==> config.mk <==
export PLATFORM = sky130hd
export DESIGN_NAME = mcsr
export DESIGN_NICKNAME = d
export VERILOG_FILES = /design/src/common/mcsr_pkg.sv /design/src/mcsr/csr_decode.sv /design/src/mcsr/mstatus_trap.sv /design/src/mcsr/csr_config_regs.sv /design/src/mcsr/csr_read_mux.sv /design/src/mcsr/mcsr.sv
export VERILOG_INCLUDE_DIRS = /design/src /design/src/common
export SDC_FILE = /design/constraint.sdc
export NUM_CORES = 1
export LEC_CHECK = 0
export BUFFER_PORTS_ARGS = -buffer_cell sky130_fd_sc_hd__buf_2
export CAP_MARGIN = 10
export CORE_AREA = 2 2 126 128
export DETAILED_ROUTE_END_ITERATION = 6
export DIE_AREA = 0 0 128 130
export PLACE_DENSITY_LB_ADDON = 0.1
export RECOVER_POWER = 50
export SYNTH_ARGS = -nofsm -noshare
export SYNTH_HDL_FRONTEND = slang
export SYNTH_SLANG_ARGS = --single-unit
export TNS_END_PERCENT = 50
==> constraint.sdc <==
create_clock -name cpu_clk -period 4.31 [get_ports cpu_clk]
set_input_delay 0.431 -clock cpu_clk [delete_from_list [all_inputs] [get_ports cpu_clk]]
set_output_delay 0.431 -clock cpu_clk [all_outputs]
set_load 0.02 [all_outputs]
==> src/common/mcsr_settings.svh <==
`ifndef MCSR_SETTINGS_SVH
`define MCSR_SETTINGS_SVH

// widths
`define MCSR_DATA_WIDTH		32
`define MCSR_INSTR_WIDTH	32
`define MCSR_ADDR_WIDTH		12

// csr addresses, machine level
`define MVENDORID		12'hF11
`define MARCHID			12'hF12
`define MIMPID			12'hF13
`define MHARTID			12'hF14
`define MSTATUS			12'h300
`define MISA			12'h301
`define MIE			12'h304
`define MTVEC			12'h305
`define MEPC			12'h341
`define MCAUSE			12'h342
`define MTVAL			12'h343
`define MIP			12'h344
`define TCM_CTRL		12'h7C0		// custom, tcm enable
`define DTCM_START_ADDR		12'h7C1		// custom, dtcm base

// reset and id values
`define MCSR_VECTOR_ENTRY	32'h0000_0100
`define MCSR_DTCM_START		32'h0008_0000
`define MCSR_MIMPID_VALUE	32'h1000_0000
`define MCSR_MISA_RESET		26'h000_0100	// I extension only

// one-hot select positions
`define MCSR_N			14
`define MCSR_SEL_MVENDORID	0
`define MCSR_SEL_MARCHID	1
`define MCSR_SEL_MIMPID		2
`define MCSR_SEL_MHARTID	3
`define MCSR_SEL_MSTATUS	4
`define MCSR_SEL_MISA		5
`define MCSR_SEL_MIE		6
`define MCSR_SEL_MTVEC		7
`define MCSR_SEL_MEPC		8
`define MCSR_SEL_MCAUSE		9
`define MCSR_SEL_MTVAL		10
`define MCSR_SEL_MIP		11
`define MCSR_SEL_TCM_CTRL	12
`define MCSR_SEL_DTCM_START_ADDR	13

`endif

==> src/common/mcsr_pkg.sv <==
`default_nettype none

`include "mcsr_settings.svh"

package mcsr_pkg;

	typedef logic [`MCSR_DATA_WIDTH-1:0]	csr_data_t;	// csr data word
	typedef logic [`MCSR_ADDR_WIDTH-1:0]	csr_addr_t;	// csr address
	typedef logic [`MCSR_INSTR_WIDTH-1:0]	instr_t;	// raw instruction
	typedef logic [`MCSR_N-1:0]		csr_sel_t;	// one bit per implemented csr
	typedef logic [25:0]			misa_ext_t;	// misa extension bits

	// new register word from old word and write data
	// set wins over clear, plain write otherwise
	function automatic csr_data_t csr_merge(
		input csr_data_t	old_val,
		input csr_data_t	wr_val,
		input logic		set,
		input logic		clr
	);
		if (set)
		begin
			return old_val | wr_val;
		end
		else if (clr)
		begin
			return old_val & ~wr_val;
		end
		else
		begin
			return wr_val;
		end
	endfunction

endpackage

`default_nettype wire

==> src/mcsr/csr_decode.sv <==
`default_nettype none
`timescale 1ns/1ns

`include "mcsr_settings.svh"

module csr_decode (
	input  wire mcsr_pkg::csr_addr_t	csr_addr,		// from decode
	input  wire mcsr_pkg::instr_t		instr_dec,		// instr under decode
	input  wire				mcsr_rd,		// instr reads a csr
	input  wire				mcsr_wr,		// instr writes a csr
	input  wire				valid_mcsr_rd,		// read commit strobe
	input  wire				valid_mcsr_wr,		// write commit strobe
	output mcsr_pkg::csr_sel_t		addr_sel,		// raw address match
	output mcsr_pkg::csr_sel_t		wr_en,			// committed write
	output mcsr_pkg::csr_sel_t		rd_en,			// committed read
	output logic				csr_illegal_access,
	output mcsr_pkg::instr_t		illegal_instr
);

	logic	ro_sel;		// one of the id regs
	logic	no_csr_hit;	// address not implemented
	logic	ro_write;	// write to read-only

	// compare against every implemented address
	always_comb
	begin
		addr_sel = '0;
		addr_sel[`MCSR_SEL_MVENDORID]		= (csr_addr == `MVENDORID);
		addr_sel[`MCSR_SEL_MARCHID]		= (csr_addr == `MARCHID);
		addr_sel[`MCSR_SEL_MIMPID]		= (csr_addr == `MIMPID);
		addr_sel[`MCSR_SEL_MHARTID]		= (csr_addr == `MHARTID);
		addr_sel[`MCSR_SEL_MSTATUS]		= (csr_addr == `MSTATUS);
		addr_sel[`MCSR_SEL_MISA]		= (csr_addr == `MISA);
		addr_sel[`MCSR_SEL_MIE]			= (csr_addr == `MIE);
		addr_sel[`MCSR_SEL_MTVEC]		= (csr_addr == `MTVEC);
		addr_sel[`MCSR_SEL_MEPC]		= (csr_addr == `MEPC);
		addr_sel[`MCSR_SEL_MCAUSE]		= (csr_addr == `MCAUSE);
		addr_sel[`MCSR_SEL_MTVAL]		= (csr_addr == `MTVAL);
		addr_sel[`MCSR_SEL_MIP]			= (csr_addr == `MIP);
		addr_sel[`MCSR_SEL_TCM_CTRL]		= (csr_addr == `TCM_CTRL);
		addr_sel[`MCSR_SEL_DTCM_START_ADDR]	= (csr_addr == `DTCM_START_ADDR);
	end

	assign ro_sel = addr_sel[`MCSR_SEL_MVENDORID] | addr_sel[`MCSR_SEL_MARCHID] |
			addr_sel[`MCSR_SEL_MIMPID] | addr_sel[`MCSR_SEL_MHARTID];

	// old dummy regs land here too
	assign no_csr_hit = (mcsr_rd | mcsr_wr) & ~(|addr_sel);
	assign ro_write = ro_sel & mcsr_wr;

	assign csr_illegal_access = no_csr_hit | ro_write;
	assign illegal_instr = csr_illegal_access ? instr_dec : '0;	// for mtval capture

	// select is one-hot, so ro_sel masks only the id bit
	assign wr_en = addr_sel & {`MCSR_N{valid_mcsr_wr & ~ro_sel}};
	assign rd_en = addr_sel & {`MCSR_N{valid_mcsr_rd}};

endmodule

`default_nettype wire

==> src/mcsr/mstatus_trap.sv <==
`default_nettype none
`timescale 1ns/1ns

module mstatus_trap (
	input  wire				cpu_clk,
	input  wire				cpu_rstn,
	input  wire				wr_en,			// mstatus write commit
	input  wire				mcsr_set,
	input  wire				mcsr_clr,
	input  wire mcsr_pkg::csr_data_t	write_data,
	input  wire				valid_interrupt,	// trap taken
	input  wire				mret,			// trap return
	output logic				mstatus_mie,		// global irq enable
	output logic				mstatus_mpie		// saved mie
);

	import mcsr_pkg::*;

	logic		int_active;	// inside an interrupt handler
	csr_data_t	merged;		// mstatus after csr write

	// interrupt in progress flag
	always_ff @(posedge cpu_clk or negedge cpu_rstn)
	begin
		if (!cpu_rstn)
		begin
			int_active <= 1'b0;
		end
		else if (mret)
		begin
			int_active <= 1'b0;
		end
		else if (valid_interrupt)
		begin
			int_active <= 1'b1;
		end
	end

	// only mpie bit 7 and mie bit 3 are kept
	assign merged = csr_merge({24'h0, mstatus_mpie, 3'h0, mstatus_mie, 3'h0},
				  write_data, mcsr_set, mcsr_clr);

	always_ff @(posedge cpu_clk or negedge cpu_rstn)
	begin
		if (!cpu_rstn)
		begin
			mstatus_mie <= 1'b0;
			mstatus_mpie <= 1'b0;
		end
		else if (mret && int_active)
		begin
			mstatus_mie <= mstatus_mpie;	// restore on return
			mstatus_mpie <= 1'b1;
		end
		else if (valid_interrupt)
		begin
			mstatus_mpie <= mstatus_mie;	// save
			mstatus_mie <= 1'b0;		// block nesting
		end
		else if (wr_en)
		begin
			mstatus_mie <= merged[3];
			mstatus_mpie <= merged[7];
		end
	end

endmodule

`default_nettype wire

==> src/mcsr/csr_config_regs.sv <==
`default_nettype none
`timescale 1ns/1ns

`include "mcsr_settings.svh"

module csr_config_regs (
	input  wire				cpu_clk,
	input  wire				cpu_rstn,
	input  wire mcsr_pkg::csr_sel_t		wr_en,			// committed write, one-hot
	input  wire				mcsr_set,
	input  wire				mcsr_clr,
	input  wire mcsr_pkg::csr_data_t	write_data,
	output mcsr_pkg::misa_ext_t		misa_ext,		// misa extensions
	output logic				meie,			// ext irq enable
	output logic				mtie,			// timer irq enable
	output logic				dtcm_en,		// tcm_ctrl bit 0
	output logic [1:0]			mtvec_mode,		// direct or vectored
	output mcsr_pkg::csr_data_t		mtvec_base,		// low 2 bits held 0
	output mcsr_pkg::csr_data_t		dtcm_start_addr
);

	import mcsr_pkg::*;

	csr_data_t	misa_new;
	csr_data_t	mie_new;
	csr_data_t	mtvec_new;
	csr_data_t	tcm_new;
	csr_data_t	dtcm_addr_new;

	// merged words, each in its csr bit layout
	assign misa_new = csr_merge({6'h0, misa_ext}, write_data, mcsr_set, mcsr_clr);
	assign mie_new = csr_merge({20'h0, meie, 3'h0, mtie, 7'h0}, write_data,
				   mcsr_set, mcsr_clr);
	assign mtvec_new = csr_merge({mtvec_base[31:2], mtvec_mode}, write_data,
				     mcsr_set, mcsr_clr);	// whole word, base and mode
	assign tcm_new = csr_merge({31'h0, dtcm_en}, write_data, mcsr_set, mcsr_clr);
	assign dtcm_addr_new = csr_merge(dtcm_start_addr, write_data, mcsr_set, mcsr_clr);

	// misa
	always_ff @(posedge cpu_clk or negedge cpu_rstn)
	begin
		if (!cpu_rstn)
		begin
			misa_ext <= `MCSR_MISA_RESET;
		end
		else if (wr_en[`MCSR_SEL_MISA])
		begin
			misa_ext <= misa_new[25:0];	// mxl is fixed, not stored
		end
	end

	// mie, both enables on out of reset
	always_ff @(posedge cpu_clk or negedge cpu_rstn)
	begin
		if (!cpu_rstn)
		begin
			meie <= 1'b1;
			mtie <= 1'b1;
		end
		else if (wr_en[`MCSR_SEL_MIE])
		begin
			meie <= mie_new[11];
			mtie <= mie_new[7];
		end
	end

	// mtvec
	always_ff @(posedge cpu_clk or negedge cpu_rstn)
	begin
		if (!cpu_rstn)
		begin
			mtvec_mode <= 2'h0;
			mtvec_base <= `MCSR_VECTOR_ENTRY;
		end
		else if (wr_en[`MCSR_SEL_MTVEC])
		begin
			mtvec_mode <= mtvec_new[1:0];
			mtvec_base <= {mtvec_new[31:2], 2'h0};	// word aligned
		end
	end

	// tcm_ctrl
	always_ff @(posedge cpu_clk or negedge cpu_rstn)
	begin
		if (!cpu_rstn)
		begin
			dtcm_en <= 1'b1;
		end
		else if (wr_en[`MCSR_SEL_TCM_CTRL])
		begin
			dtcm_en <= tcm_new[0];
		end
	end

	// dtcm base for mem_ctrl
	always_ff @(posedge cpu_clk or negedge cpu_rstn)
	begin
		if (!cpu_rstn)
		begin
			dtcm_start_addr <= `MCSR_DTCM_START;
		end
		else if (wr_en[`MCSR_SEL_DTCM_START_ADDR])
		begin
			dtcm_start_addr <= dtcm_addr_new;
		end
	end

endmodule

`default_nettype wire

==> src/mcsr/csr_read_mux.sv <==
`default_nettype none
`timescale 1ns/1ns

`include "mcsr_settings.svh"

module csr_read_mux (
	input  wire mcsr_pkg::csr_sel_t		rd_en,		// committed read, one-hot
	input  wire mcsr_pkg::misa_ext_t	misa_ext,
	input  wire				mstatus_mie,
	input  wire				mstatus_mpie,
	input  wire				meie,
	input  wire				mtie,
	input  wire				meip,		// ext irq pending
	input  wire				mtip,		// timer irq pending
	input  wire [1:0]			mtvec_mode,
	input  wire mcsr_pkg::csr_data_t	mtvec_base,
	input  wire mcsr_pkg::csr_data_t	mepc,		// held in trap_ctrl
	input  wire mcsr_pkg::csr_data_t	mcause,
	input  wire mcsr_pkg::csr_data_t	mtval,
	input  wire				dtcm_en,
	input  wire mcsr_pkg::csr_data_t	dtcm_start_addr,
	output mcsr_pkg::csr_data_t		read_data	// zero when no read
);

	import mcsr_pkg::*;

	csr_data_t	word [`MCSR_N];	// read layout per register

	assign word[`MCSR_SEL_MVENDORID]	= '0;				// non-commercial
	assign word[`MCSR_SEL_MARCHID]		= '0;
	assign word[`MCSR_SEL_MIMPID]		= `MCSR_MIMPID_VALUE;
	assign word[`MCSR_SEL_MHARTID]		= '0;				// single hart
	assign word[`MCSR_SEL_MISA]		= {2'h1, 4'h0, misa_ext};	// rv32
	assign word[`MCSR_SEL_MSTATUS]		= {24'h0, mstatus_mpie, 3'h0, mstatus_mie, 3'h0};
	assign word[`MCSR_SEL_MIE]		= {20'h0, meie, 3'h0, mtie, 7'h0};
	assign word[`MCSR_SEL_MIP]		= {20'h0, meip, 3'h0, mtip, 7'h0};
	assign word[`MCSR_SEL_MTVEC]		= {mtvec_base[31:2], mtvec_mode};
	assign word[`MCSR_SEL_MEPC]		= mepc;
	assign word[`MCSR_SEL_MCAUSE]		= mcause;
	assign word[`MCSR_SEL_MTVAL]		= mtval;
	assign word[`MCSR_SEL_TCM_CTRL]		= {31'h0, dtcm_en};
	assign word[`MCSR_SEL_DTCM_START_ADDR]	= dtcm_start_addr;

	// and-or mux, rd_en already carries valid_mcsr_rd
	always_comb
	begin
		read_data = '0;
		for (int i = 0; i < `MCSR_N; i++)
		begin
			read_data = read_data | (word[i] & {`MCSR_DATA_WIDTH{rd_en[i]}});
		end
	end

endmodule

`default_nettype wire

==> src/mcsr/mcsr.sv <==
`default_nettype none
`timescale 1ns/1ns

`include "mcsr_settings.svh"

module mcsr (
	input  wire				cpu_clk,
	input  wire				cpu_rstn,
	// decode side
	input  wire mcsr_pkg::instr_t		instr_dec,
	input  wire mcsr_pkg::csr_addr_t	csr_addr,
	input  wire				mcsr_rd,
	input  wire				mcsr_wr,
	input  wire				valid_mcsr_rd,
	input  wire				valid_mcsr_wr,
	input  wire				mcsr_set,
	input  wire				mcsr_clr,
	input  wire mcsr_pkg::csr_data_t	write_data,
	output mcsr_pkg::csr_data_t		read_data,
	// trap_ctrl side
	input  wire				meip,
	input  wire				mtip,
	input  wire mcsr_pkg::csr_data_t	mepc,
	input  wire mcsr_pkg::csr_data_t	mcause,
	input  wire mcsr_pkg::csr_data_t	mtval,
	input  wire				valid_interrupt,
	input  wire				mret,
	output logic				mepc_sel,	// address hits, not gated
	output logic				mcause_sel,
	output logic				mtval_sel,
	output logic				csr_illegal_access,
	output mcsr_pkg::instr_t		illegal_instr,
	output logic				meie,
	output logic				mtie,
	output logic				mstatus_mie,
	output logic [1:0]			mtvec_mode,
	output mcsr_pkg::csr_data_t		mtvec_base,
	// mem_ctrl side
	output logic				dtcm_en,
	output mcsr_pkg::csr_data_t		dtcm_start_addr
);

	import mcsr_pkg::*;

	csr_sel_t	addr_sel;
	csr_sel_t	wr_en;
	csr_sel_t	rd_en;
	misa_ext_t	misa_ext;
	logic		mstatus_mpie;	// internal, read only via mstatus

	// trap_ctrl owns these regs, it only needs the selects
	assign mepc_sel = addr_sel[`MCSR_SEL_MEPC];
	assign mcause_sel = addr_sel[`MCSR_SEL_MCAUSE];
	assign mtval_sel = addr_sel[`MCSR_SEL_MTVAL];

	csr_decode u_csr_decode (
		.csr_addr		(csr_addr),
		.instr_dec		(instr_dec),
		.mcsr_rd		(mcsr_rd),
		.mcsr_wr		(mcsr_wr),
		.valid_mcsr_rd		(valid_mcsr_rd),
		.valid_mcsr_wr		(valid_mcsr_wr),
		.addr_sel		(addr_sel),
		.wr_en			(wr_en),
		.rd_en			(rd_en),
		.csr_illegal_access	(csr_illegal_access),
		.illegal_instr		(illegal_instr)
	);

	mstatus_trap u_mstatus_trap (
		.cpu_clk		(cpu_clk),
		.cpu_rstn		(cpu_rstn),
		.wr_en			(wr_en[`MCSR_SEL_MSTATUS]),
		.mcsr_set		(mcsr_set),
		.mcsr_clr		(mcsr_clr),
		.write_data		(write_data),
		.valid_interrupt	(valid_interrupt),
		.mret			(mret),
		.mstatus_mie		(mstatus_mie),
		.mstatus_mpie		(mstatus_mpie)
	);

	csr_config_regs u_csr_config_regs (
		.cpu_clk		(cpu_clk),
		.cpu_rstn		(cpu_rstn),
		.wr_en			(wr_en),
		.mcsr_set		(mcsr_set),
		.mcsr_clr		(mcsr_clr),
		.write_data		(write_data),
		.misa_ext		(misa_ext),
		.meie			(meie),
		.mtie			(mtie),
		.dtcm_en		(dtcm_en),
		.mtvec_mode		(mtvec_mode),
		.mtvec_base		(mtvec_base),
		.dtcm_start_addr	(dtcm_start_addr)
	);

	csr_read_mux u_csr_read_mux (
		.rd_en			(rd_en),
		.misa_ext		(misa_ext),
		.mstatus_mie		(mstatus_mie),
		.mstatus_mpie		(mstatus_mpie),
		.meie			(meie),
		.mtie			(mtie),
		.meip			(meip),
		.mtip			(mtip),
		.mtvec_mode		(mtvec_mode),
		.mtvec_base		(mtvec_base),
		.mepc			(mepc),
		.mcause			(mcause),
		.mtval			(mtval),
		.dtcm_en		(dtcm_en),
		.dtcm_start_addr	(dtcm_start_addr),
		.read_data		(read_data)
	);

endmodule

`default_nettype wire

# Word-level counts from Yosys, hierarchy flattened
# Index checks and enable logic that the tools add are counted.
dict set report totals {
  reg_bits 96
  input_bits 184
  output_inout_bits 138
  word_cells 94
}
dict set report classes {
  eq_ne 14
  mux 21
  n_bitwise 45
  n_reduce_logical 4
}
# operator n
set ops {}
lappend ops {{$or 32x32->32} 11}
lappend ops {{$and 32x32->32} 7}
lappend ops {{$mux 32} 5}
lappend ops {{$eq 12x10->1 const B} 8}
lappend ops {{$and 12x32->32} 2}
lappend ops {{$mux 26} 2}
lappend ops {{$eq 12x12->1 const B} 4}
lappend ops {{$and 1x32->32} 1}
lappend ops {{$and 31x32->32} 1}
lappend ops {{$and 8x32->32} 1}
lappend ops {{$not 32->32} 1}
lappend ops {{$or 29x32->32} 1}
lappend ops {{$and 14x14->14} 2}
lappend ops {{$and 26x26->26} 1}
lappend ops {{$or 26x26->26} 1}
lappend ops {{$eq 12x11->1 const B} 2}
lappend ops {{$mux 12} 2}
lappend ops {{$mux 8} 2}
lappend ops {{$reduce_or 14->1} 1}
lappend ops {{$and 12x12->12} 1}
lappend ops {{$or 12x12->12} 1}
lappend ops {{$mux 1} 10}
lappend ops {{$and 8x8->8} 1}
lappend ops {{$or 8x8->8} 1}
lappend ops {{other kinds (6)} 15}

# Depth between registers and ports, before layout
# Gate-level depths: netlist of the first run.
dict set report depth {
  depth_word 13
  ltp_mapped 7
  mapped_depth_nobuf 4
}

# By module
# From an unflattened synthesis of the first run, not the netlist that was laid out.
dict set report hier_totals {
  hier_cells 663
  area_unflattened_um2 5814.3
}
# module instances cells_each area_each_um2 seq_area_each_um2
set modules_own_cells {}
lappend modules_own_cells {csr_config_regs 1 349 3793.6 2334.7}
lappend modules_own_cells {csr_read_mux 1 144 979.7 0.0}
lappend modules_own_cells {csr_decode 1 155 878.3 0.0}
lappend modules_own_cells {mstatus_trap 1 15 162.7 75.1}

# Least setup slack after synthesis of the first run
# Ideal clock, no wire load.
dict set report synth_timing {
  path_kind {input to output}
  from {input port csr_addr[7]}
  to {output port illegal_instr[10]}
  t_arrival_ns 2.075
  required_ns 3.879
  path_slack_ns 1.804
  stages 6
  path_buffers 2
  path_cell_list {nand4bb_1 > buf_2 > nor2_1 > a311o_2 > buf_6 > nor3b_1}
}
dict set report synth_between {
  elab_chain_len 7
  word_cells_on_any_way 23
  cone_classes {eq/ne: 14; mux: 1; bitwise: 7; reduce/logical: 1}
}
# element line_no
set synth_lines {}
lappend synth_lines {{start, declared} mcsr.sv:11} ;# input wire mcsr_pkg::csr_addr_t csr_addr,
lappend synth_lines {{$eq 12x12->1 (no line)} n/a}
lappend synth_lines {{$or 1x1->1 (3 in series)} csr_decode.sv:44} ;# assign ro_sel = addr_sel[`MCSR_SEL_MVENDORID] | addr_sel[`MCSR_SEL_MARCHID] |
lappend synth_lines {{$and 1x1->1} csr_decode.sv:49} ;# assign ro_write = ro_sel & mcsr_wr;
lappend synth_lines {{$or 1x1->1 *} csr_decode.sv:51} ;# assign csr_illegal_access = no_csr_hit | ro_write;
lappend synth_lines {{$mux 32 *} csr_decode.sv:52} ;# assign illegal_instr = csr_illegal_access ? instr_dec : '0;
lappend synth_lines {{end, declared} mcsr.sv:32} ;# output mcsr_pkg::instr_t illegal_instr,
# Every way passes the cells marked *; elsewhere a longest branch is shown, timed or not.

# Worst setup path after layout of the first run
dict set report layout_timing {
  from {input port csr_addr[1]}
  to {output port read_data[8]}
}
dict set report layout_between {
  elab_chain_len 13
  word_cells_on_any_way 31
  cone_classes {eq/ne: 10; bitwise: 21}
}
# element line_no
set layout_lines {}
lappend layout_lines {{$eq 12x10->1 (no line)} n/a}
lappend layout_lines {{$and 14x14->14 *} csr_decode.sv:56} ;# assign rd_en = addr_sel & {`MCSR_N{valid_mcsr_rd}};
lappend layout_lines {{$and 8x32->32} csr_read_mux.sv:50} ;# read_data = read_data | (word[i] & {`MCSR_DATA_WIDTH{rd_en[i]}});
lappend layout_lines {{$or 29x32->32} csr_read_mux.sv:50}
lappend layout_lines {{$or 32x32->32 (8 in series)} csr_read_mux.sv:50}
lappend layout_lines {{$or 32x32->32 *} csr_read_mux.sv:50}
lappend layout_lines {{end, declared} mcsr.sv:19} ;# output mcsr_pkg::csr_data_t read_data,
# Marked as above.

==> results of run 1 <==
how the worst min path moves through the flow:
| stage | startpoint | to | slack (ns) |
|---|---|---|---|
| final | mret | u_mstatus_trap.int_active | 0.27 |
| after global routing | mret | u_mstatus_trap.int_active | 0.29 |
| after CTS | cpu_rstn | u_csr_config_regs.dtcm_start_addr[13] | 0.17 |
| after detailed placement | u_csr_config_regs.misa_ext[25] | u_csr_config_regs.misa_ext[25] | 0.50 |
| after global placement | u_csr_config_regs.mtvec_base[8] | u_csr_config_regs.mtvec_base[8] | 0.50 |
| after floorplan | cpu_rstn | u_csr_config_regs.dtcm_start_addr[0] | 0.14 |
sequential cells by signal, summed over array words and instances, names as in the netlist:
name and flops:
u_mstatus_trap.mstatus_mpie 1, u_csr_config_regs.mtie 1, u_csr_config_regs.mtvec_base 30, u_csr_config_regs.mtvec_mode 2
u_csr_config_regs.misa_ext 26, u_csr_config_regs.dtcm_start_addr 32, u_mstatus_trap.int_active 1, u_mstatus_trap.mstatus_mie 1
u_csr_config_regs.meie 1, u_csr_config_regs.dtcm_en 1
per-stage QoR:
step | std cells | cell area [um2] | worst slack [ns] | utilization, % | hold WS, ns
2_1_floorplan | 677 | 6270 | 1.80 | - | 0.135
3_3_place_gp | 1146 | 7980 | 1.11 | 51.7 | 0.500
3_5_place_dp | 1146 | 7980 | 1.03 | 51.7 | 0.500
4_1_cts | 1162 | 8300 | 1.05 | 53.8 | 0.166
5_1_grt | 1163 | 8210 | 0.623 | 53.3 | 0.286
6_report | 1165 | 8220 | 1.01 | 53.3 | 0.272
layout make-up:
cell class              count  area [um2]  share of cell area (%)
multi-input cells         509        3530                    43.0
clock inverters             6        91.3                    1.11
inverters                   7        26.3                   0.320
clock buffers              10         229                    2.79
flip-flops and latches     96        2410                    29.3
diodes                      3        7.51                  0.0913
repair buffers            342        1680                    20.5
well taps                 192         240                    2.92
cells in the final DEF, fill, tap and decap left out, types with 3 or more instances in the layout:
master and instances:
a32oi_1 34, o21ai_1 11, or3_1 3, o211ai_1 25
nand2b_1 27, a222oi_1 27, nor4_2 3, nand4bb_1 3
nand4_1 6, nor4_4 5, clkbuf_16 9, or4b_1 3
nor3_1 5, nand2_1 37, clkinvlp_4 3, inv_1 7
buf_2 251, buf_4 23, xnor2_1 32, nor2_1 20
dfstp_2 6, and4_1 6, a22oi_1 3, nor4_1 3
mux2i_1 4, nor3b_1 33, a21oi_1 131, o21ai_0 18
a31oi_1 3, dfrtp_1 90, mux2_2 23, diode_2 3
and2_1 4, nor2b_1 3, nand3_1 6, clkbuf_1 69
logic make-up (layout without fill, tap and decap cells):
family,after synthesis,in the layout,share of synthesized area [%]
AND/OR/NAND/NOR,183,183,19.3
AO/OA/AOI/OAI,264,264,27.2
buffers and inverters,72,365,5.57
XOR/XNOR,33,33,4.61
flip-flops,96,96,38.5
multiplexers,27,27,4.77
other,1,5,0.0599
Yosys cell counts (all sizes together) (2+ instances only):
cell type / instances / area [um2]
or4b: 4 / 40.0
nand4: 6 / 37.5
buf: 41 / 233
a222oi: 27 / 270
nor4b: 3 / 41.3
mux2i: 4 / 40.0
a31oi: 3 / 18.8
nor3: 5 / 25.0
a21oi: 131 / 656
inv: 7 / 26.3
xnor2: 32 / 280
a32oi: 34 / 298
nor2b: 3 / 18.8
nor3b: 34 / 260
nand2: 37 / 139
o211a: 2 / 20.0
nor4: 11 / 148
nand4b: 2 / 17.5
clkbuf: 24 / 90.1
a22oi: 3 / 22.5
o211ai: 25 / 188
or3: 3 / 18.8
dfstp: 6 / 158
nor2: 20 / 75.1
nand4bb: 3 / 33.8
o21ai: 29 / 145
and2: 4 / 25.0
nand3: 6 / 30.0
and4: 6 / 52.6
dfrtp: 90 / 2250
nand2b: 27 / 169
mux2: 23 / 259
power by group:
part | switching (mW) | total (mW) | internal [mW]
clock | 0.365 | 0.876 | 0.511
sequential | 0.00927 | 0.919 | 0.910
combinational | 0.197 | 0.340 | 0.142
per-layer routing:
layer	up-vias	share of wire (%)	global-route usage, %
met5	-	0	0
li1	3190	-	-
met3	47	6.6	3.94
met2	321	49	48.1
met4	0	3.0	12.3
met1	3303	41	34.8
==> impl_metrics.yaml, run 1 <==
run_status:
  status: "complete, but fails checks"
  violations: "capacitance limit, slew limit"
cts:
  cts-resized-gates: 0
  path_clk_slew_ns: 0.07
  cts.sinks: 96
  clk_latency_ns: 0.35
  cts_buffer_depth: 2
  root_buffer: "clkbuf_16"
  cts_tree: "done"
  htreeDepth: 3
  cts_setup_buffers: 0
  cts_hold_buf: 0
  cts_buffers: 9
synthesis:
  ys_async_sr_fraction_pct: 100
  yosysUniqueCellTypes: 62
  synth_area_um2: 6260
  synth-seq-cells: 96
  ys_warn_count: 0
  synth_area_per_cell_um2: 9.27
  synth_cells: 676
  ys.flop_type: "dfrtp_1"
  synth_edf_count: 0
  synth_seq_area_share_pct: 38.5
worst_setup_path:
  reg2reg_setup_slack_ns: 3.18
  required_ns: 3.88
  cp-start-kind: "input pin"
  crit_top_cell: "buf_2"
  path_cells: "buf_2 > or4b_1 > nor4_4 > buf_4 > a222oi_1 > nand2_1 > buf_2"
  cp-endpoint: "read_data[8]"
  reg2reg_to: "u_mstatus_trap.mstatus_mpie"
  crit_path_max_fanout: 15
  crit_start: "csr_addr[1]"
  reg2reg_depth: 2
  cp.arrival_ns: 2.87
  worstSetupPathDepth: 7
  critPathTopFamily: "simple AND/OR/NAND/NOR gates"
  r2r-start: "u_mstatus_trap.mstatus_mie"
  worst-path-buf-inv: 3
  critPathKind: "in2out"
  end_kind: "primary output"
  cp_slowest_stage_delay_ns: 0.76
  cpMaxStageDelayCell: "nor4_4"
place:
  dpl.hpwl_um: 17200
  gp_congestion: 0.863
  portBuffers: 319
global_route:
  grt_usage_pct: 27.8
  grt_antenna_before_repair: 2
  overflow: 0
  grt_pass1_wl_um: 35500
  grt_pass1_vias: 6314
  grt_max_degree: 61
detailed_routing:
  drt_iter0_drc: 577
  ant_nets: 0
  drc: 0
  drt_pass1_iterations: 6
  via_count: 6861
  avgViaCountPerCell: 5.89
  wire_per_inst_um: 20.5
  drt-total-wl_um: 23900
finish:
  area_growth_pct: 31.2
  final_nets: 1149
  drive_above_1_share_pct: 34.3
  fillers: 1524
floorplan:
  design.die.area_um2: 16600
  die_y_um: 130
  num_io_pins: 322
  coreArea_um2: 15400
  die_w_um: 128
  row_count: 46
  initial_core_util_pct: 40.6
sta:
  finalHoldViolations: 0
  totalNegativeSetupSlack_ns: 0
  relSlewSlack_pct: -116
  layout_min_cycle_time_ns: 3.30
  fin_skew_ns: 0.000297
  rsz0062_at_grt: "no"
  fmaxAchievable_ghz: 0.303
  finalCritPeriodShare_pct: 76.6
  worst_slew_pin_slew_ns: 3.24
  maxSlewViolCount: 61
  setup_viol: 0
power:
  power.density_nw_per_um2: 260
  p_total_mw: 2.13
  power.ir.vdd_worst_mv: 0.158
  power.leakage_nw: 3.87
hold_path:
  whs_path_depth: 2
  min_path_type: "in2reg"
job:
  cap_violations: 1
No activity file was read; power rests on OpenSTA's default activity.
==> inputs of run 2 (changes only) <==
CORE_AREA = 2 2 124 126   (was 2 2 126 128)
DIE_AREA = 0 0 126 128   (was 0 0 128 130)
clock period = 3.15 ns   (was 4.31 ns; I/O delays follow)
==> impl_metrics.yaml, run 2 (same netlist as run 1, synthesis figures left out) <==
run_status:
  status: "complete, no violations"
floorplan:
  coreArea_um2: 14900
  die_y_um: 128
  initial_core_util_pct: 42.1
  row_count: 45
  die_w_um: 126
  design.die.area_um2: 16100
  num_io_pins: 322
sta:
  relSlewSlack_pct: 4.05
  maxSlewViolCount: 0
  fin_skew_ns: 0.00133
  totalNegativeSetupSlack_ns: 0
  finalHoldViolations: 0
  finalCritPeriodShare_pct: 84.9
  setup_viol: 0
  fmaxAchievable_ghz: 0.374
  rsz0062_at_grt: "no"
  layout_min_cycle_time_ns: 2.67
  worst_slew_pin_slew_ns: 1.44
detailed_routing:
  wl_met1_um: 9330
  ant_nets: 0
  via_count: 6988
  top_layer: "met5"
  drt_iter0_drc: 478
  drt_pass1_iterations: 6
  drt-total-wl_um: 24300
  drc: 0
  wire_per_inst_um: 20.8
  met2RoutedLength_um: 12500
  avgViaCountPerCell: 5.98
  wl_met3_um: 1940
power:
  cellInternalPower_mw: 2.08
  pwr-share-comb_pct: 16.5
  sw_frac_of_total_pct: 27.0
  clockPowerShare_pct: 39.3
  power.ir.vdd_worst_mv: 0.194
  p_total_mw: 2.85
  seqPwrFrac_pct: 44.2
  power.density_nw_per_um2: 344
  p_sw_mw: 0.769
  power.leakage_nw: 3.93
job:
  cap_violations: 0
finish:
  largest_registers: "u_csr_config_regs.dtcm_start_addr x32, u_csr_config_regs.mtvec_base x30, u_csr_config_regs.misa_ext x26"
  final_util_pct: 55.7
  regMostFlops: "u_csr_config_regs.dtcm_start_addr"
  final_nets: 1159
  final_cell_mix: "buf_2 (251), a21oi_1 (131), dfrtp_1 (90)"
  drive_above_1_share_pct: 35.1
  area_growth_pct: 32.3
  largest_reg_flops: 32
  final_cell_area_um2: 8290
  instances_no_fill: 1169
  final_common_cell: "buf_2"
hold_path:
  min_path_type: "in2reg"
  worstHoldStart: "mret"
worst_setup_path:
  crit_path_max_fanout: 25
  r2r-start: "u_mstatus_trap.mstatus_mie"
  cp.arrival_ns: 2.36
  critPathKind: "in2out"
  cp_slowest_stage_delay_ns: 0.75
  crit_top_cell: "buf_2"
  required_ns: 2.83
  end_kind: "primary output"
  path_cells: "buf_2 > or4b_1 > nor4_4 > buf_4 > a222oi_1 > nand2_1 > buf_2"
  crit_start: "csr_addr[1]"
  cp-start-kind: "input pin"
  cpMaxStageDelayCell: "or4b_1"
global_route:
  grt_max_degree: 58
  grt_antenna_before_repair: 3
  grt_pass1_wl_um: 36900
  overflow: 0
  grt_pass1_vias: 6646
  grt_usage_pct: 29.1
cts:
  path_clk_slew_ns: 0.06
  cts_tree: "done"
  cts-resized-gates: 0
  cts_buffers: 9
  htreeDepth: 3
  cts.sinks: 96
  clk_latency_ns: 0.35
  cts_hold_buf: 0
  cts_buffer_depth: 2
  cts_setup_buffers: 0
  root_buffer: "clkbuf_16"
place:
  gp_congestion: 0.897
  portBuffers: 319
  dp.cells: 1152
  dpl.hpwl_um: 17500
  place_area_um2: 8090
[run 2: cell types whose count changed in the layout (fill, tap and decap cells not counted), sizes merged]
cell and change:
bufinv -1, inv -1, clkbuf +1, buf +9
diode -1, clkinvlp -3, clkinv +4
[run 2: routing by layer]
| layer | up-vias | track usage, % |
|---|---|---|
| met5 | - | 0 |
| met4 | 2 | 10.3 |
| met3 | 35 | 5.88 |
| met2 | 335 | 52.0 |
| met1 | 3405 | 34.9 |
| li1 | 3211 | - |
[run 2: path summary, 6_finish.rpt]
path / end / slack (ns) / cells after the start
max in group asynchronous: u_csr_config_regs.dtcm_start_addr[28] / 1.10 / 2
worst max-delay path: read_data[16] / 0.48 / 7
worst min register to register: u_csr_config_regs.mtvec_base[8] / 0.51 / 2
min in group asynchronous: u_csr_config_regs.mtvec_base[9] / 0.30 / 1
worst min-delay path: u_mstatus_trap.int_active / 0.16 / 2
worst max register to register: u_mstatus_trap.mstatus_mpie / 2.02 / 2
[run 2: worst max-delay path: cells and delay by family]
family | cells | cell delay [ns]
AND/OR/NAND/NOR | 3 | 1.15
buffers and inverters | 3 | 0.70
AO/OA/AOI/OAI | 1 | 0.18
[run 2: layout make-up]
class	instances	area, um2
inverters	7	26.3
repair buffers	352	1780
flip-flops and latches	96	2410
clock buffers	10	239
diodes	2	5.00
fillers	1453	6580
well taps	188	235
multi-input cells	509	3530
clock inverters	5	57.6
[run 2: power groups by stage]
stage | clock, mW | sequential (mW) | combinational [mW]
4_1_cts | 1.14 | 1.26 | 0.475
5_1_grt | 1.19 | 1.26 | 0.508
3_5_place_dp | 0 | 1.28 | 0.473
3_3_place_gp | 0 | 1.28 | 0.470
2_1_floorplan | 0 | 1.29 | 0.225
6_report | 1.12 | 1.26 | 0.471
[run 2: through the flow]
stage / setup WS (ns) / hold slack [ns]
CTS: 0.498 / 0.0528
floorplan: 0.876 / 0.0194
detailed placement: 0.501 / 0.433
global route: 0.323 / 0.173
finish: 0.476 / 0.160
global placement: 0.532 / 0.437
